File: config.mk
export PLATFORM = sky130hd
export DESIGN_NAME = uart_top
export DESIGN_NICKNAME = d
export VERILOG_FILES = /design/src/verilog/uart_line_pkg.sv /design/src/verilog/uart_reg_pkg.sv /design/src/verilog/uart_host_if.sv /design/src/verilog/fifo.sv /design/src/verilog/uart_baud.sv /design/src/verilog/uart_tx.sv /design/src/verilog/uart_rx.sv /design/src/verilog/uart_regs.sv /design/src/verilog/uart_top.sv
export SDC_FILE = /design/constraint.sdc
export NUM_CORES = 1
export LEC_CHECK = 0
export ABC_AREA = 1
export BUFFER_PORTS_ARGS = -buffer_cell sky130_fd_sc_hd__buf_2
export CORE_MARGIN = 8
export CORE_UTILIZATION = 43
export CTS_CLUSTER_DIAMETER = 120
export DETAILED_ROUTE_END_ITERATION = 12
export SETUP_SLACK_MARGIN = 0.05
export SLEW_MARGIN = 20
export SYNTH_ARGS = -nofsm -noshare
export SYNTH_HDL_FRONTEND = slang
export SYNTH_HIERARCHICAL = 1
export SYNTH_SLANG_ARGS = --single-unit
File: constraint.sdc
create_clock -name clk -period 5.9 [get_ports clk]
set_clock_uncertainty 0.1 [all_clocks]
set_input_delay 0 -clock clk [delete_from_list [all_inputs] [get_ports clk]]
set_output_delay 0 -clock clk [all_outputs]
set_load 0.05 [all_outputs]
File: src/verilog/uart_line_pkg.sv
// serial line definitions shared by the transmitter, the receiver and the FIFOs
// referenced by scoped name, never imported
`default_nettype none

package uart_line_pkg;

	// one data byte, on the wire or in a FIFO slot
	typedef logic [7:0] byte_t;

	// baud ticks per bit period
	localparam int OVERSAMPLE = 16;

	// serializer states
	typedef enum logic [1:0] {
		TX_IDLE,
		TX_START,
		TX_DATA,
		TX_STOP
	} tx_state_t;

	// deserializer states
	typedef enum logic [1:0] {
		RX_IDLE,
		RX_START,
		RX_DATA,
		RX_STOP
	} rx_state_t;

endpackage

`default_nettype wire

File: src/verilog/uart_reg_pkg.sv
// host register map of the uart and the bit layout of its status word
`default_nettype none

package uart_reg_pkg;

	// register address and baud divisor widths
	typedef logic [1:0] addr_t;
	typedef logic [15:0] divisor_t;

	// register map
	localparam addr_t ADDR_DATA = 2'd0;
	localparam addr_t ADDR_STATUS = 2'd1;
	localparam addr_t ADDR_DIV = 2'd2;

	// status word bit positions
	localparam int ST_TX_FULL = 0;
	localparam int ST_TX_EMPTY = 1;
	localparam int ST_RX_EMPTY = 2;
	localparam int ST_OVERRUN = 3;

endpackage

`default_nettype wire

File: src/verilog/uart_host_if.sv
// link between the register block and the transmit and receive FIFOs
// the register block takes the host modport, the top wires fifo_side to the FIFOs
`timescale 1ns/1ps
`default_nettype none

interface uart_host_if;

	// transmit path, host pushes
	logic tx_wr;
	uart_line_pkg::byte_t tx_data;
	logic tx_full;
	logic tx_empty;

	// receive path, host pops
	logic rx_rd;
	uart_line_pkg::byte_t rx_data;
	logic rx_empty;
	logic rx_overflow;

	modport host (
		output tx_wr, tx_data, rx_rd,
		input tx_full, tx_empty, rx_data, rx_empty, rx_overflow
	);

	modport fifo_side (
		input tx_wr, tx_data, rx_rd,
		output tx_full, tx_empty, rx_data, rx_empty, rx_overflow
	);

endinterface

`default_nettype wire

File: src/verilog/fifo.sv
// synchronous FIFO, head word visible on r_data without a read cycle
// drops writes while full and flags each dropped write on overflow
`timescale 1ns/1ps
`default_nettype none

module fifo #(
	parameter int WIDTH = 8,
	parameter int DEPTH = 8
) (
	input logic clk,
	input logic rst,
	input logic rd,
	input logic wr,
	input logic [WIDTH-1:0] w_data,
	output logic empty,
	output logic full,
	output logic overflow,
	output logic [WIDTH-1:0] r_data
);

	localparam int PW = $clog2(DEPTH);

	logic [WIDTH-1:0] array_reg [DEPTH];
	logic [PW-1:0] w_ptr_reg, w_ptr_next, w_ptr_succ;
	logic [PW-1:0] r_ptr_reg, r_ptr_next, r_ptr_succ;
	logic full_next, empty_next;
	logic wr_en;

	// a read frees the slot when full, so both go through
	assign wr_en = wr & (~full | rd);

	// storage, no reset on payload
	always_ff @(posedge clk) begin
		if (wr_en) begin
			array_reg[w_ptr_reg] <= w_data;
		end
	end

	// first word fall through
	assign r_data = array_reg[r_ptr_reg];

	assign w_ptr_succ = w_ptr_reg + 1'b1;
	assign r_ptr_succ = r_ptr_reg + 1'b1;

	// ------------------------------------------------------------------
	// pointer and flag update
	// ------------------------------------------------------------------
	always_comb begin
		w_ptr_next = w_ptr_reg;
		r_ptr_next = r_ptr_reg;
		full_next = full;
		empty_next = empty;
		case ({wr, rd})
			2'b01: begin
				// read only, ignored when empty
				if (!empty) begin
					r_ptr_next = r_ptr_succ;
					full_next = 1'b0;
					empty_next = (r_ptr_succ == w_ptr_reg);
				end
			end
			2'b10: begin
				// write only, dropped when full
				if (!full) begin
					w_ptr_next = w_ptr_succ;
					empty_next = 1'b0;
					full_next = (w_ptr_succ == r_ptr_reg);
				end
			end
			2'b11: begin
				w_ptr_next = w_ptr_succ;
				if (!empty) begin
					// occupancy unchanged
					r_ptr_next = r_ptr_succ;
				end else begin
					empty_next = 1'b0;
					full_next = (w_ptr_succ == r_ptr_reg);
				end
			end
			default: ;
		endcase
	end

	always_ff @(posedge clk or posedge rst) begin
		if (rst) begin
			w_ptr_reg <= '0;
			r_ptr_reg <= '0;
			full <= 1'b0;
			empty <= 1'b1;
			overflow <= 1'b0;
		end else begin
			w_ptr_reg <= w_ptr_next;
			r_ptr_reg <= r_ptr_next;
			full <= full_next;
			empty <= empty_next;
			// one pulse per dropped write
			overflow <= wr & full & ~rd;
		end
	end

	// flags exclusive at every depth
	assert property (@(posedge clk) disable iff (rst) !(full && empty))
		else $error("fifo full and empty together");

endmodule

`default_nettype wire

File: src/verilog/uart_baud.sv
// baud tick generator, one tick every divisor clocks
// tick rate is the 16x oversampling rate for both serial directions
`timescale 1ns/1ps
`default_nettype none

module uart_baud (
	input logic clk,
	input logic rst,
	input uart_reg_pkg::divisor_t divisor,
	output logic tick
);

	uart_reg_pkg::divisor_t cnt;
	uart_reg_pkg::divisor_t div_q;

	always_ff @(posedge clk or posedge rst) begin
		if (rst) begin
			cnt <= '0;
			div_q <= '0;
			tick <= 1'b0;
		end else begin
			div_q <= divisor;
			tick <= 1'b0;
			// zero divisor stalls, a new divisor restarts the count
			if (divisor == '0 || divisor != div_q) begin
				cnt <= '0;
			end else if (cnt == divisor - 1'b1) begin
				cnt <= '0;
				tick <= 1'b1;
			end else begin
				cnt <= cnt + 1'b1;
			end
		end
	end

endmodule

`default_nettype wire

File: src/verilog/uart_tx.sv
// transmit serializer, 8N1, pops the transmit FIFO one byte per frame
// bit timing comes from the baud tick, OVERSAMPLE ticks per bit
`timescale 1ns/1ps
`default_nettype none

module uart_tx (
	input logic clk,
	input logic rst,
	input logic tick,
	input logic empty,
	input uart_line_pkg::byte_t r_data,
	output logic rd,
	output logic txd
);

	localparam int CW = $clog2(uart_line_pkg::OVERSAMPLE);

	uart_line_pkg::tx_state_t state;
	logic [CW-1:0] tick_cnt;
	logic [2:0] bit_cnt;
	uart_line_pkg::byte_t shift;
	logic bit_done;

	// pop in the same cycle the frame starts
	assign rd = (state == uart_line_pkg::TX_IDLE) && tick && !empty;
	assign bit_done = tick && (tick_cnt == CW'(uart_line_pkg::OVERSAMPLE - 1));

	always_ff @(posedge clk or posedge rst) begin
		if (rst) begin
			state <= uart_line_pkg::TX_IDLE;
			tick_cnt <= '0;
			bit_cnt <= '0;
			shift <= '0;
			txd <= 1'b1;
		end else begin
			if (tick && state != uart_line_pkg::TX_IDLE) begin
				tick_cnt <= tick_cnt + 1'b1;
			end
			case (state)
				uart_line_pkg::TX_IDLE: begin
					if (rd) begin
						shift <= r_data;
						tick_cnt <= '0;
						txd <= 1'b0;
						state <= uart_line_pkg::TX_START;
					end
				end
				uart_line_pkg::TX_START: begin
					if (bit_done) begin
						// lsb first
						txd <= shift[0];
						bit_cnt <= '0;
						state <= uart_line_pkg::TX_DATA;
					end
				end
				uart_line_pkg::TX_DATA: begin
					if (bit_done) begin
						shift <= shift >> 1;
						if (bit_cnt == 3'd7) begin
							txd <= 1'b1;
							state <= uart_line_pkg::TX_STOP;
						end else begin
							txd <= shift[1];
							bit_cnt <= bit_cnt + 1'b1;
						end
					end
				end
				default: begin
					// stop bit, line already high
					if (bit_done) begin
						state <= uart_line_pkg::TX_IDLE;
					end
				end
			endcase
		end
	end

	// idle line must be marking
	assert property (@(posedge clk) disable iff (rst)
		state == uart_line_pkg::TX_IDLE |-> txd)
		else $error("txd low while transmitter idle");

endmodule

`default_nettype wire

File: src/verilog/uart_rx.sv
// receive deserializer, 8N1, oversampled by the baud tick
// pushes each byte with a good stop bit into the receive FIFO
`timescale 1ns/1ps
`default_nettype none

module uart_rx (
	input logic clk,
	input logic rst,
	input logic tick,
	input logic rxd,
	output logic wr,
	output uart_line_pkg::byte_t w_data
);

	localparam int CW = $clog2(uart_line_pkg::OVERSAMPLE);
	localparam logic [CW-1:0] HALF = CW'(uart_line_pkg::OVERSAMPLE / 2 - 1);
	localparam logic [CW-1:0] FULL = CW'(uart_line_pkg::OVERSAMPLE - 1);

	uart_line_pkg::rx_state_t state;
	logic rxd_s1, rxd_s2, rxd_q;
	logic [CW-1:0] tick_cnt;
	logic [2:0] bit_cnt;

	// two flop synchronizer plus one for edge detect
	always_ff @(posedge clk or posedge rst) begin
		if (rst) begin
			rxd_s1 <= 1'b1;
			rxd_s2 <= 1'b1;
			rxd_q <= 1'b1;
		end else begin
			rxd_s1 <= rxd;
			rxd_s2 <= rxd_s1;
			rxd_q <= rxd_s2;
		end
	end

	// ------------------------------------------------------------------
	// frame state machine
	// ------------------------------------------------------------------
	always_ff @(posedge clk or posedge rst) begin
		if (rst) begin
			state <= uart_line_pkg::RX_IDLE;
			tick_cnt <= '0;
			bit_cnt <= '0;
			w_data <= '0;
			wr <= 1'b0;
		end else begin
			wr <= 1'b0;
			if (tick && state != uart_line_pkg::RX_IDLE) begin
				tick_cnt <= tick_cnt + 1'b1;
			end
			case (state)
				uart_line_pkg::RX_IDLE: begin
					// falling edge only, a low line after a bad stop is ignored
					if (rxd_q && !rxd_s2) begin
						tick_cnt <= '0;
						state <= uart_line_pkg::RX_START;
					end
				end
				uart_line_pkg::RX_START: begin
					if (tick && tick_cnt == HALF) begin
						tick_cnt <= '0;
						bit_cnt <= '0;
						// glitch if the line went back high
						state <= rxd_s2 ? uart_line_pkg::RX_IDLE : uart_line_pkg::RX_DATA;
					end
				end
				uart_line_pkg::RX_DATA: begin
					if (tick && tick_cnt == FULL) begin
						// mid bit sample, lsb first
						w_data <= {rxd_s2, w_data[7:1]};
						bit_cnt <= bit_cnt + 1'b1;
						if (bit_cnt == 3'd7) begin
							state <= uart_line_pkg::RX_STOP;
						end
					end
				end
				default: begin
					if (tick && tick_cnt == FULL) begin
						// framing error drops the byte
						wr <= rxd_s2;
						state <= uart_line_pkg::RX_IDLE;
					end
				end
			endcase
		end
	end

endmodule

`default_nettype wire

File: src/verilog/uart_regs.sv
// host register block, strobe decode, divisor, status and read data
// reads return one cycle after the strobe and hold until the next read
`timescale 1ns/1ps
`default_nettype none

module uart_regs (
	input logic clk,
	input logic rst,
	input logic sel,
	input logic we,
	input uart_reg_pkg::addr_t addr,
	input logic [15:0] wdata,
	output logic [15:0] rdata,
	uart_host_if.host host,
	output uart_reg_pkg::divisor_t divisor
);

	logic rd_strobe;
	logic status_rd;
	logic overrun;
	logic [15:0] status;

	// ------------------------------------------------------------------
	// strobe decode
	// ------------------------------------------------------------------
	assign rd_strobe = sel & ~we;
	assign host.tx_wr = sel & we & (addr == uart_reg_pkg::ADDR_DATA);
	assign host.tx_data = wdata[7:0];
	// empty reads are ignored inside the FIFO
	assign host.rx_rd = rd_strobe & (addr == uart_reg_pkg::ADDR_DATA);
	assign status_rd = rd_strobe & (addr == uart_reg_pkg::ADDR_STATUS);

	always_comb begin
		status = '0;
		status[uart_reg_pkg::ST_TX_FULL] = host.tx_full;
		status[uart_reg_pkg::ST_TX_EMPTY] = host.tx_empty;
		status[uart_reg_pkg::ST_RX_EMPTY] = host.rx_empty;
		status[uart_reg_pkg::ST_OVERRUN] = overrun;
	end

	always_ff @(posedge clk or posedge rst) begin
		if (rst) begin
			divisor <= '0;
			overrun <= 1'b0;
			rdata <= '0;
		end else begin
			if (sel && we && addr == uart_reg_pkg::ADDR_DIV) begin
				divisor <= wdata;
			end
			// new overflow wins over the clear
			if (host.rx_overflow) begin
				overrun <= 1'b1;
			end else if (status_rd) begin
				overrun <= 1'b0;
			end
			if (rd_strobe) begin
				case (addr)
					uart_reg_pkg::ADDR_DATA: rdata <= {8'h00, host.rx_data};
					uart_reg_pkg::ADDR_STATUS: rdata <= status;
					uart_reg_pkg::ADDR_DIV: rdata <= divisor;
					default: rdata <= '0;
				endcase
			end
		end
	end

	// an overrun always leaves bytes in the receive FIFO
	assert property (@(posedge clk) disable iff (rst) host.rx_overflow |-> !host.rx_empty)
		else $error("rx overflow with receive FIFO empty");

endmodule

`default_nettype wire

File: src/verilog/uart_top.sv
// uart top level, host strobe bus in, serial rxd and txd out
// DEPTH sizes both FIFOs
`timescale 1ns/1ps
`default_nettype none

module uart_top #(
	parameter int DEPTH = 8
) (
	input logic clk,
	input logic rst,
	input logic sel,
	input logic we,
	input uart_reg_pkg::addr_t addr,
	input logic [15:0] wdata,
	output logic [15:0] rdata,
	input logic rxd,
	output logic txd
);

	uart_host_if host_if ();

	uart_reg_pkg::divisor_t divisor;
	logic tick;
	logic tx_rd;
	uart_line_pkg::byte_t tx_r_data;
	logic rx_wr;
	uart_line_pkg::byte_t rx_w_data;

	// ------------------------------------------------------------------
	// input side
	// ------------------------------------------------------------------
	uart_regs u_regs (
		.clk(clk), .rst(rst), .sel(sel), .we(we), .addr(addr),
		.wdata(wdata), .rdata(rdata), .host(host_if.host), .divisor(divisor)
	);

	uart_baud u_baud (.clk(clk), .rst(rst), .divisor(divisor), .tick(tick));

	uart_rx u_rx (
		.clk(clk), .rst(rst), .tick(tick), .rxd(rxd), .wr(rx_wr), .w_data(rx_w_data)
	);

	// ------------------------------------------------------------------
	// FIFOs, host sides wired through the fifo_side signals
	// ------------------------------------------------------------------
	fifo #(.WIDTH(8), .DEPTH(DEPTH)) u_tx_fifo (
		.clk(clk), .rst(rst), .rd(tx_rd), .wr(host_if.tx_wr), .w_data(host_if.tx_data),
		.empty(host_if.tx_empty), .full(host_if.tx_full), .overflow(), .r_data(tx_r_data)
	);

	fifo #(.WIDTH(8), .DEPTH(DEPTH)) u_rx_fifo (
		.clk(clk), .rst(rst), .rd(host_if.rx_rd), .wr(rx_wr), .w_data(rx_w_data),
		.empty(host_if.rx_empty), .full(), .overflow(host_if.rx_overflow),
		.r_data(host_if.rx_data)
	);

	// output side
	uart_tx u_tx (
		.clk(clk), .rst(rst), .tick(tick), .empty(host_if.tx_empty),
		.r_data(tx_r_data), .rd(tx_rd), .txd(txd)
	);

endmodule

`default_nettype wire

==> summary.md, run 1 <==
| Metric | Value |
|---|---|
| IO Count | `40` |
| CTS tree | `done` |
| CP top delay family | `simple AND/OR/NAND/NOR gates` |
| Mapped Area | `0.0120 mm²` |
| Mapped Nets | `1347` |
| Core area | `0.0276 mm²` |
| Cell Pwr Density | `305 mW/mm²` |
| Clock tree buffer depth | `3` |
| Leak pwr | `6.08 nW` |
| GRT Util Overall | `0.162` |
| Diodes inserted | `0` |
| Max_slew headroom | `0.374` |
| Crit path kind | `reg2reg` |
| DIE HEIGHT | `183 µm` |
| Synthesized instance count | `1308` |
| Grt ovf | `0` |
| Slowest stage delay, CP | `0.55 ns` |
| Sink Count | `250` |
| Met1 WL | `12800 µm` |
| Global-route wire length before repair | `43900 µm` |
| Post-CTS resize count | `0` |
| # port buffers | `39` |
| Most numerous cell on the critical path | `inv_1` |
| RSZ-0062 raised after global routing | `no` |
| Actual slew at the worst max-slew pin | `0.939 ns` |
| Min Clock Period, post-route | `2.80 ns` |
| Nets | `1403` |
| CTS Buf Count | `27` |
| CP Data Required Time | `5.95 ns` |
| Clock transition at path regs | `0.06 ns` |
| Yosys warnings | `6` |
| Bufs and invs on worst path | `4` |
| Placer Congestion | `0.834` |
| Post-DRT Antenna Nets | `0` |
| Area delta synth->final | `11.6%` |
| Critical Path End Type | `flop` |
| Peak VDD IR | `0.241 mV` |
| Commonest cells after routing, fill and taps aside | `nand2_1, nor2_1, edfxtp_1` |
| Share of cells above drive strength 1 | `0.109` |
| Avg Inst Size Synth | `9.16 µm²` |
| Top sig layer | `met4` |
| Max-slew violations | `0` |
| Clk Latency, worst-skew pair | `0.53 ns` |
| Endpoints failing setup | `0` |
| Wire per inst | `15.3 µm` |
| First drt pass iteration count | `5` |
| Routed met2 length | `12300 µm` |
| Initial DRC count | `551` |
| Non-Filler Instances | `1759` |
| Chip width | `183 µm` |
| Die ar. | `0.0335 mm²` |
| Vias in the first global route | `8279` |
| Crit path arrival time | `2.85 ns` |
| Initial core utilization | `0.434` |
| FP Rows | `61` |
| Root buffer cell | `clkbuf_16` |
| Post-Route WL | `26800 µm` |
| Initial antenna violation count | `0` |
| Detailed-route DRC error count | `0` |
| CP Cell Sequence | `inv_1 -> ha_1 -> nand3_2 -> inv_1 -> inv_1 -> nand2_1 -> nand2_1 -> inv_1 -> nand2_1 -> nor2_1` |
| Via density | `4.89` |
| Max-Cap Viols | `0` |
| DP HPWL | `18100 µm` |
| Final hold vios | `0` |
| TNS Setup | `0 ns` |
| Commonest non-fill, non-tap cell in the layout | `nand2_1` |
| Fmax achieved | `357 MHz` |
| Total number of vias | `8602` |
| Maximum level of the CTS H-tree | `1` |
| Crit start category | `flop` |
| Hold WS | `0.0195 ns` |
| Worst Hold Class | `in2reg` |
| Outcome | `finished, final reports clean` |
| Wire length on met3 | `1170 µm` |
| Largest net degree at the start of global routing | `37` |
| Fin crit share | `0.474` |
| Dpl cells | `1689` |
| Slowest-stage cell, CP | `nor2_1` |
| Critical path fanouts, max | `8` |
-- per-stage QoR --
| step | utilization | total power [W] | area (µm²) | setup WS (ns) |
|---|---|---|---|---|
| 4_1_cts | 0.484 | 0.00413 | 13400 | 3.10 |
| 6_report | 0.484 | 0.00408 | 13400 | 3.10 |
| 5_1_grt | 0.484 | 0.00428 | 13400 | 2.87 |
| 3_3_place_gp | 0.446 | 0.00251 | 12300 | 3.21 |
| 3_5_place_dp | 0.446 | 0.00252 | 12300 | 3.14 |
| 2_1_floorplan | - | 0.00239 | 12000 | 3.59 |
-- what timing repair did --
action	CTS	global route
hold buffers	24	0
setup buffers	0	0
endpoints found under the hold margin	219	0
-- final timing paths --
check | startpoint | endpoint | slack, ns | cells past startpoint
max | u_tx/state[0] | u_tx_fifo/array_reg[6][4] | 3.10 | 10
min | rxd | u_rx/rxd_s1 | 0.02 | 2
max reg2reg | u_tx/state[0] | u_tx_fifo/array_reg[6][4] | 3.10 | 10
min reg2reg | u_rx/rxd_s1 | u_rx/rxd_s2 | 0.26 | 0
max in group asynchronous | rst | u_rx_fifo/empty | 4.77 | 4
min in group asynchronous | rst | u_baud/div_q[14] | 0.08 | 4
-- power breakdown --
part	internal [W]	total [W]	switching, W
logic	0.000167	0.000497	0.000330
registers	0.00191	0.00200	0.0000934
clock network	0.000943	0.00158	0.000639
-- layout make-up --
| type | instances | area (µm²) |
|---|---|---|
| Clock buffer | 43 | 786 |
| Timing Repair Buffer | 68 | 473 |
| Sequential cell | 250 | 6910 |
| Multi-Input combinational cell | 897 | 4240 |
| Inverter | 120 | 460 |
| Clock inverter | 3 | 38.8 |
| Tap cell | 378 | 473 |
| Fill cell | 2683 | 14200 |
-- routing by layer --
layer | vias to the layer above | global-route usage
met1 | 4080 | 0.224
met3 | 46 | 0.0235
met5 | - | 0
li1 | 4326 | -
met2 | 150 | 0.265
met4 | 0 | 0.0397
(Power assumes the default switching activity.)
==> run 2: changes to the inputs <==
ABC_AREA = 0   (was 1)
clock period = 2.25 ns   (was 5.9 ns; I/O delays follow)
==> run 2 against run 1 <==
The flow now finishes with violations (negative setup slack). Sequential power grew to 2.6 times the previous value. Combinational power grew to 4.0 times the previous value. Clock-buffer cell count is 9 lower. Critical endpoint is now u_baud/tick.
==> summary.md, run 2 <==
| Metric | Value |
|---|---|
| Final Util | `0.523` |
| Critical path fanouts, max | `17` |
| Actual slew at the worst max-slew pin | `0.838 ns` |
| Commonest cells after routing, fill and taps aside | `edfxtp_1, dfrtp_1, buf_4` |
| Fin crit share | `1.26` |
| Crit start category | `flop` |
| Int Power | `0.00881 W` |
| Root buffer cell | `clkbuf_16` |
| Combinational share of power | `0.166` |
| Nets | `979` |
| Setup WS post-layout | `-0.595 ns` |
| Max-slew violations | `0` |
| Core area | `0.0268 mm²` |
| Clock tree buffer depth | `3` |
| Cell Pwr Density | `848 mW/mm²` |
| Outcome | `finished with violations` |
| Filler Cell Count | `2229` |
| Clock Power Share | `0.389` |
| GRT Util Overall | `0.147` |
| IO Count | `40` |
| Slowest-stage cell, CP | `or4_4` |
| Endpoints failing setup | `17` |
| RSZ-0062 raised after global routing | `yes` |
| Wire per inst | `18.5 µm` |
| CTS tree | `done` |
| Max-Cap Viols | `0` |
| Bufs and invs on worst path | `2` |
| Register area | `0.00690 mm²` |
| Vias in the first global route | `7196` |
| Max_slew headroom | `0.440` |
| Synthesized instance count | `814` |
| Post-Route WL | `24100 µm` |
| Critical Path End Type | `flop` |
| Mapped Nets | `853` |
| Commonest non-fill, non-tap cell in the layout | `edfxtp_1` |
| Final hold vios | `0` |
| First drt pass iteration count | `4` |
| Design area | `0.0140 mm²` |
| Mapped Area | `0.0117 mm²` |
| Peak VDD IR | `0.658 mV` |
| DIE HEIGHT | `181 µm` |
| Initial antenna violation count | `0` |
| DP HPWL | `16300 µm` |
| CTS Buf Count | `28` |
| Failing checks | `negative setup slack` |
| Maximum level of the CTS H-tree | `1` |
| Worst Hold Class | `in2async` |
| Crit path arrival time | `3.22 ns` |
| CP top delay family | `simple AND/OR/NAND/NOR gates` |
| Area delta synth->final | `20.3%` |
| Fmax achieved | `351 MHz` |
| Post-DP Area | `0.0127 mm²` |
| CP Cell Sequence | `inv_2 -> ha_4 -> or4b_4 -> or4_4 -> a2111oi_4 -> o221ai_2 -> nor4_4 -> buf_12 -> and2_1` |
| Clk Latency, worst-skew pair | `0.53 ns` |
| FP Rows | `60` |
| Area taken by multi-input logic gates | `0.00444 mm²` |
| Initial DRC count | `483` |
| Share of cells above drive strength 1 | `0.277` |
| Crit path kind | `reg2reg` |
| Largest net degree at the start of global routing | `34` |
| Sink Count | `250` |
| Via density | `5.34` |
| CP Data Required Time | `2.62 ns` |
| Slowest stage delay, CP | `0.54 ns` |
| Post-DRT Antenna Nets | `0` |
| Reg2Reg Launch Point | `u_regs/divisor[1]` |
| Pwr Total | `0.0119 W` |
| Global-route wire length before repair | `38800 µm` |
| Clock transition at path regs | `0.06 ns` |
| Yosys warnings | `6` |
| Placer Congestion | `0.794` |
| Avg Inst Size Synth | `14.3 µm²` |
| Sequential power share | `0.445` |
| Total number of vias | `6953` |
| Psw | `0.00308 W` |
| Leak pwr | `5.73 nW` |
| Worst Setup SP | `u_regs/divisor[1]` |
| # port buffers | `39` |
| Min Clock Period, post-route | `2.85 ns` |
| Switching portion of total power | `0.259` |
| Grt ovf | `0` |
| TNS Setup | `-9.97 ns` |
| Chip width | `181 µm` |
| Initial core utilization | `0.435` |
| Detailed-route DRC error count | `0` |
| Die ar. | `0.0326 mm²` |
| Diodes inserted | `0` |
run 2: per-layer routing:
metal	routed length, µm	vias up	track usage
li1	-	3323	-
met1	10800	3470	0.189
met2	11800	126	0.252
met3	921	34	0.0240
met4	563	0	0.0420
met5	0	-	0
run 2: area by class of cell:
type / instances / share of cell area
Clock buffer: 34 / 0.0531
Clock inverter: 17 / 0.0143
Inverter: 19 / 0.00527
Multi-Input combinational cell: 496 / 0.317
Sequential cell: 250 / 0.492
Tap cell: 341 / 0.0304
Timing Repair Buffer: 145 / 0.0878
run 2: worst min-delay path, cell delays in order:
cell           delay (ns)
dlygate4sd3_1        0.53
buf_2                0.21
inv_1                0.31
run 2: through the flow:
step	instances	hold WS (ns)	worst slack [ns]
after floorplan	814	-0.285	-0.763
after CTS	1303	0.0226	-0.601
after global routing	1302	0.0511	-0.686
after detailed placement	1217	0.00618	-0.619
final	1302	0.0179	-0.595
after global placement	1217	0.00442	-0.567
run 2: power by group through the flow:
stage                     combinational, W  sequential (W)  clock [W]
after floorplan                    0.00125         0.00545          0
after global placement             0.00189         0.00537          0
after detailed placement           0.00191         0.00538          0
after CTS                          0.00200         0.00529    0.00474
after global routing               0.00214         0.00532    0.00491
final                              0.00198         0.00529    0.00462
run 2: final timing paths:
| kind | to | slack [ns] | cells past startpoint |
|---|---|---|---|
| setup / recovery | u_baud/tick | -0.60 | 9 |
| hold / removal | u_rx_fifo/w_ptr_reg[2] | 0.02 | 3 |
| setup reg to reg | u_baud/tick | -0.60 | 9 |
| hold reg to reg | u_rx/rxd_s2 | 0.26 | 0 |
| max in group asynchronous | u_tx_fifo/empty | 1.11 | 4 |
| min in group clk | u_regs/divisor[15] | 0.16 | 3 |
run 2: timing repair:
item                                   in CTS  in global routing
setup endpoints to repair                  52                 52
resized for setup                           2                  3
pin swaps                                   1                  0
endpoints found under the hold margin     212                  0
hold buffers                               32                  0
setup buffers                               3                  0
==> run 3: changes to the inputs <==
CORE_UTILIZATION = 35   (was 43)
==> run 3 against run 2 <==
The run ends with negative hold slack, negative setup slack left. Combinational power is essentially flat. Utilization shrank 10 points. Non-clock buffer count shrank 1. Maximum frequency grew 1.3%. Critical path type unchanged. Largest cell class unchanged. Highest routed layer is now met5.
==> summary.md, run 3 (synthesized netlist as in run 2, its figures left out) <==
| Metric | Value |
|---|---|
| Min Clock Period, post-route | `2.81 ns` |
| RSZ-0062 raised after global routing | `yes` |
| Clock transition at path regs | `0.06 ns` |
| Initial DRC count | `319` |
| Max-slew violations | `0` |
| DP HPWL | `16600 µm` |
| Pwr Total | `0.0116 W` |
| Grt ovf | `0` |
| Fmax achieved | `356 MHz` |
| Reg2Reg Setup Slack | `-0.56 ns` |
| Leak pwr | `5.68 nW` |
| Worst Hold Class | `in2reg` |
| CP top delay family | `simple AND/OR/NAND/NOR gates` |
| Root buffer cell | `clkbuf_16` |
| Critical path fanouts, max | `17` |
| Fin crit share | `1.25` |
| Met1 WL | `11000 µm` |
| CTS tree | `done` |
| Diodes inserted | `0` |
| Reg2Reg Launch Point | `u_regs/divisor[1]` |
| Via density | `4.88` |
| Routed met2 length | `11700 µm` |
| Endpoints failing setup | `17` |
| Bufs and invs on worst path | `2` |
| Maximum level of the CTS H-tree | `1` |
| Commonest cells after routing, fill and taps aside | `edfxtp_1, dfrtp_1, buf_4` |
| Critical Path End Type | `flop` |
| Initial antenna violation count | `1` |
| Total number of vias | `6876` |
| Top sig layer | `met5` |
| WP depth | `9` |
| Final hold vios | `2` |
| Clock tree buffer depth | `3` |
| Area delta synth->final | `20.2%` |
| Slowest-stage cell, CP | `or4_4` |
| # port buffers | `39` |
| Vias in the first global route | `6985` |
| Crit path arrival time | `3.22 ns` |
| Wire per inst | `17.3 µm` |
| Worst Setup EP | `u_baud/tick` |
| CP Cell Sequence | `inv_2 -> ha_4 -> or4b_4 -> or4_4 -> a2111oi_4 -> o221ai_2 -> nor4_4 -> buf_12 -> and2_1` |
| Crit start category | `flop` |
| Area taken by multi-input logic gates | `0.00444 mm²` |
| FF-to-FF End | `u_baud/tick` |
| Nets | `978` |
| Design area | `0.0140 mm²` |
| Largest net degree at the start of global routing | `34` |
| Chip width | `198 µm` |
| Max-Cap Viols | `0` |
| TNS Setup | `-9.30 ns` |
| Cell Pwr Density | `828 mW/mm²` |
| Setup WS post-layout | `-0.558 ns` |
| Hold WS | `-0.000891 ns` |
| Placer Congestion | `0.814` |
| CP Data Required Time | `2.66 ns` |
| Reg2reg path depth | `9` |
| Peak VDD IR | `0.629 mV` |
| Filler Cell Count | `3050` |
| Post-DP Area | `0.0128 mm²` |
| Post-DRT Antenna Nets | `0` |
| Actual slew at the worst max-slew pin | `0.808 ns` |
| Clk Latency, worst-skew pair | `0.57 ns` |
| Worst Setup SP | `u_regs/divisor[1]` |
| Core area | `0.0332 mm²` |
| DIE HEIGHT | `198 µm` |
| Global-route wire length before repair | `38900 µm` |
| Outcome | `finished with violations` |
| IO Count | `40` |
| Commonest non-fill, non-tap cell in the layout | `edfxtp_1` |
| Crit path kind | `reg2reg` |
| Wire length on met3 | `1170 µm` |
| Max_slew headroom | `0.461` |
| FP Rows | `67` |
| First drt pass iteration count | `4` |
| Die ar. | `0.0394 mm²` |
| Detailed-route DRC error count | `0` |
| Post-Route WL | `24300 µm` |
| Initial core utilization | `0.351` |
| Slowest stage delay, CP | `0.54 ns` |
| Failing checks | `negative hold slack, negative setup slack` |
| CTS Buf Count | `28` |
| GRT Util Overall | `0.124` |
| Sink Count | `250` |
| Share of cells above drive strength 1 | `0.270` |
| Register area | `0.00690 mm²` |
-- run 3: cell count changes in the layout (fill, tap and decap cells not counted), moves of 2 or more --
cell           before  now
buf_12             13    5
buf_4              62   66
clkbuf_1            5    9
clkinvlp_4          5    2
dlygate4sd3_1      31   34
bufinv_16           4    2
clkinv_2            2    4
inv_6               2    0
-- run 3: through the flow --
step	std cells	setup WS (ns)	util	hold WS (ns)
after floorplan	814	-0.763	-	-0.285
after global placement	1322	-0.560	0.384	-0.0962
after detailed placement	1322	-0.582	0.384	-0.0886
after CTS	1409	-0.565	0.422	0.0614
after global routing	1409	-0.655	0.422	0.00722
final	1409	-0.558	0.422	-0.000891
-- run 3: worst min path at each step --
stage / slack, ns / cells past startpoint / start / to
finish: -0.0009 / 3 / sel / u_regs/divisor[4]
global route: 0.007 / 3 / sel / u_regs/divisor[4]
CTS: 0.06 / 5 / sel / u_regs/rdata[5]
detailed placement: -0.09 / 2 / rst / u_regs/overrun
global placement: -0.1 / 2 / rst / u_regs/overrun
floorplan: -0.29 / 1 / rst / u_tx_fifo/full
-- run 3: metal layers --
metal,track usage,up-vias
met5,0,-
met4,0.0349,2
met3,0.0252,36
met2,0.208,112
met1,0.162,3403
li1,-,3323
-- run 3: area by class of cell --
type	count	share of cell area
inverters	19	0.00527
repair buffers	144	0.0807
clock inverters	14	0.0106
multi-input cells	496	0.317
well taps	448	0.0400
clock buffers	38	0.0534
flip-flops and latches	250	0.493
-- run 3: timing repair --
item	in CTS	in global routing
setup endpoints to repair	33	130
gates cloned	0	0
gates resized for setup	1	4
hold endpoints to repair	218	1
hold buffers	34	2
buffers inserted	1	0
-- run 3: worst register-to-register path, stage by stage, from the launching register on --
cell	delay, ns
dfrtp_1	0.39
inv_2	0.08
ha_4	0.12
or4b_4	0.46
or4_4	0.54
a2111oi_4	0.31
o221ai_2	0.16
nor4_4	0.29
buf_12	0.19
and2_1	0.12
-- run 3: where the power goes --
part	total (W)	internal [W]	switching (W)
Clock	0.00438	0.00257	0.00181
Combinational	0.00195	0.000920	0.00103
Sequential	0.00528	0.00506	0.000226
Total	0.0116	0.00855	0.00306
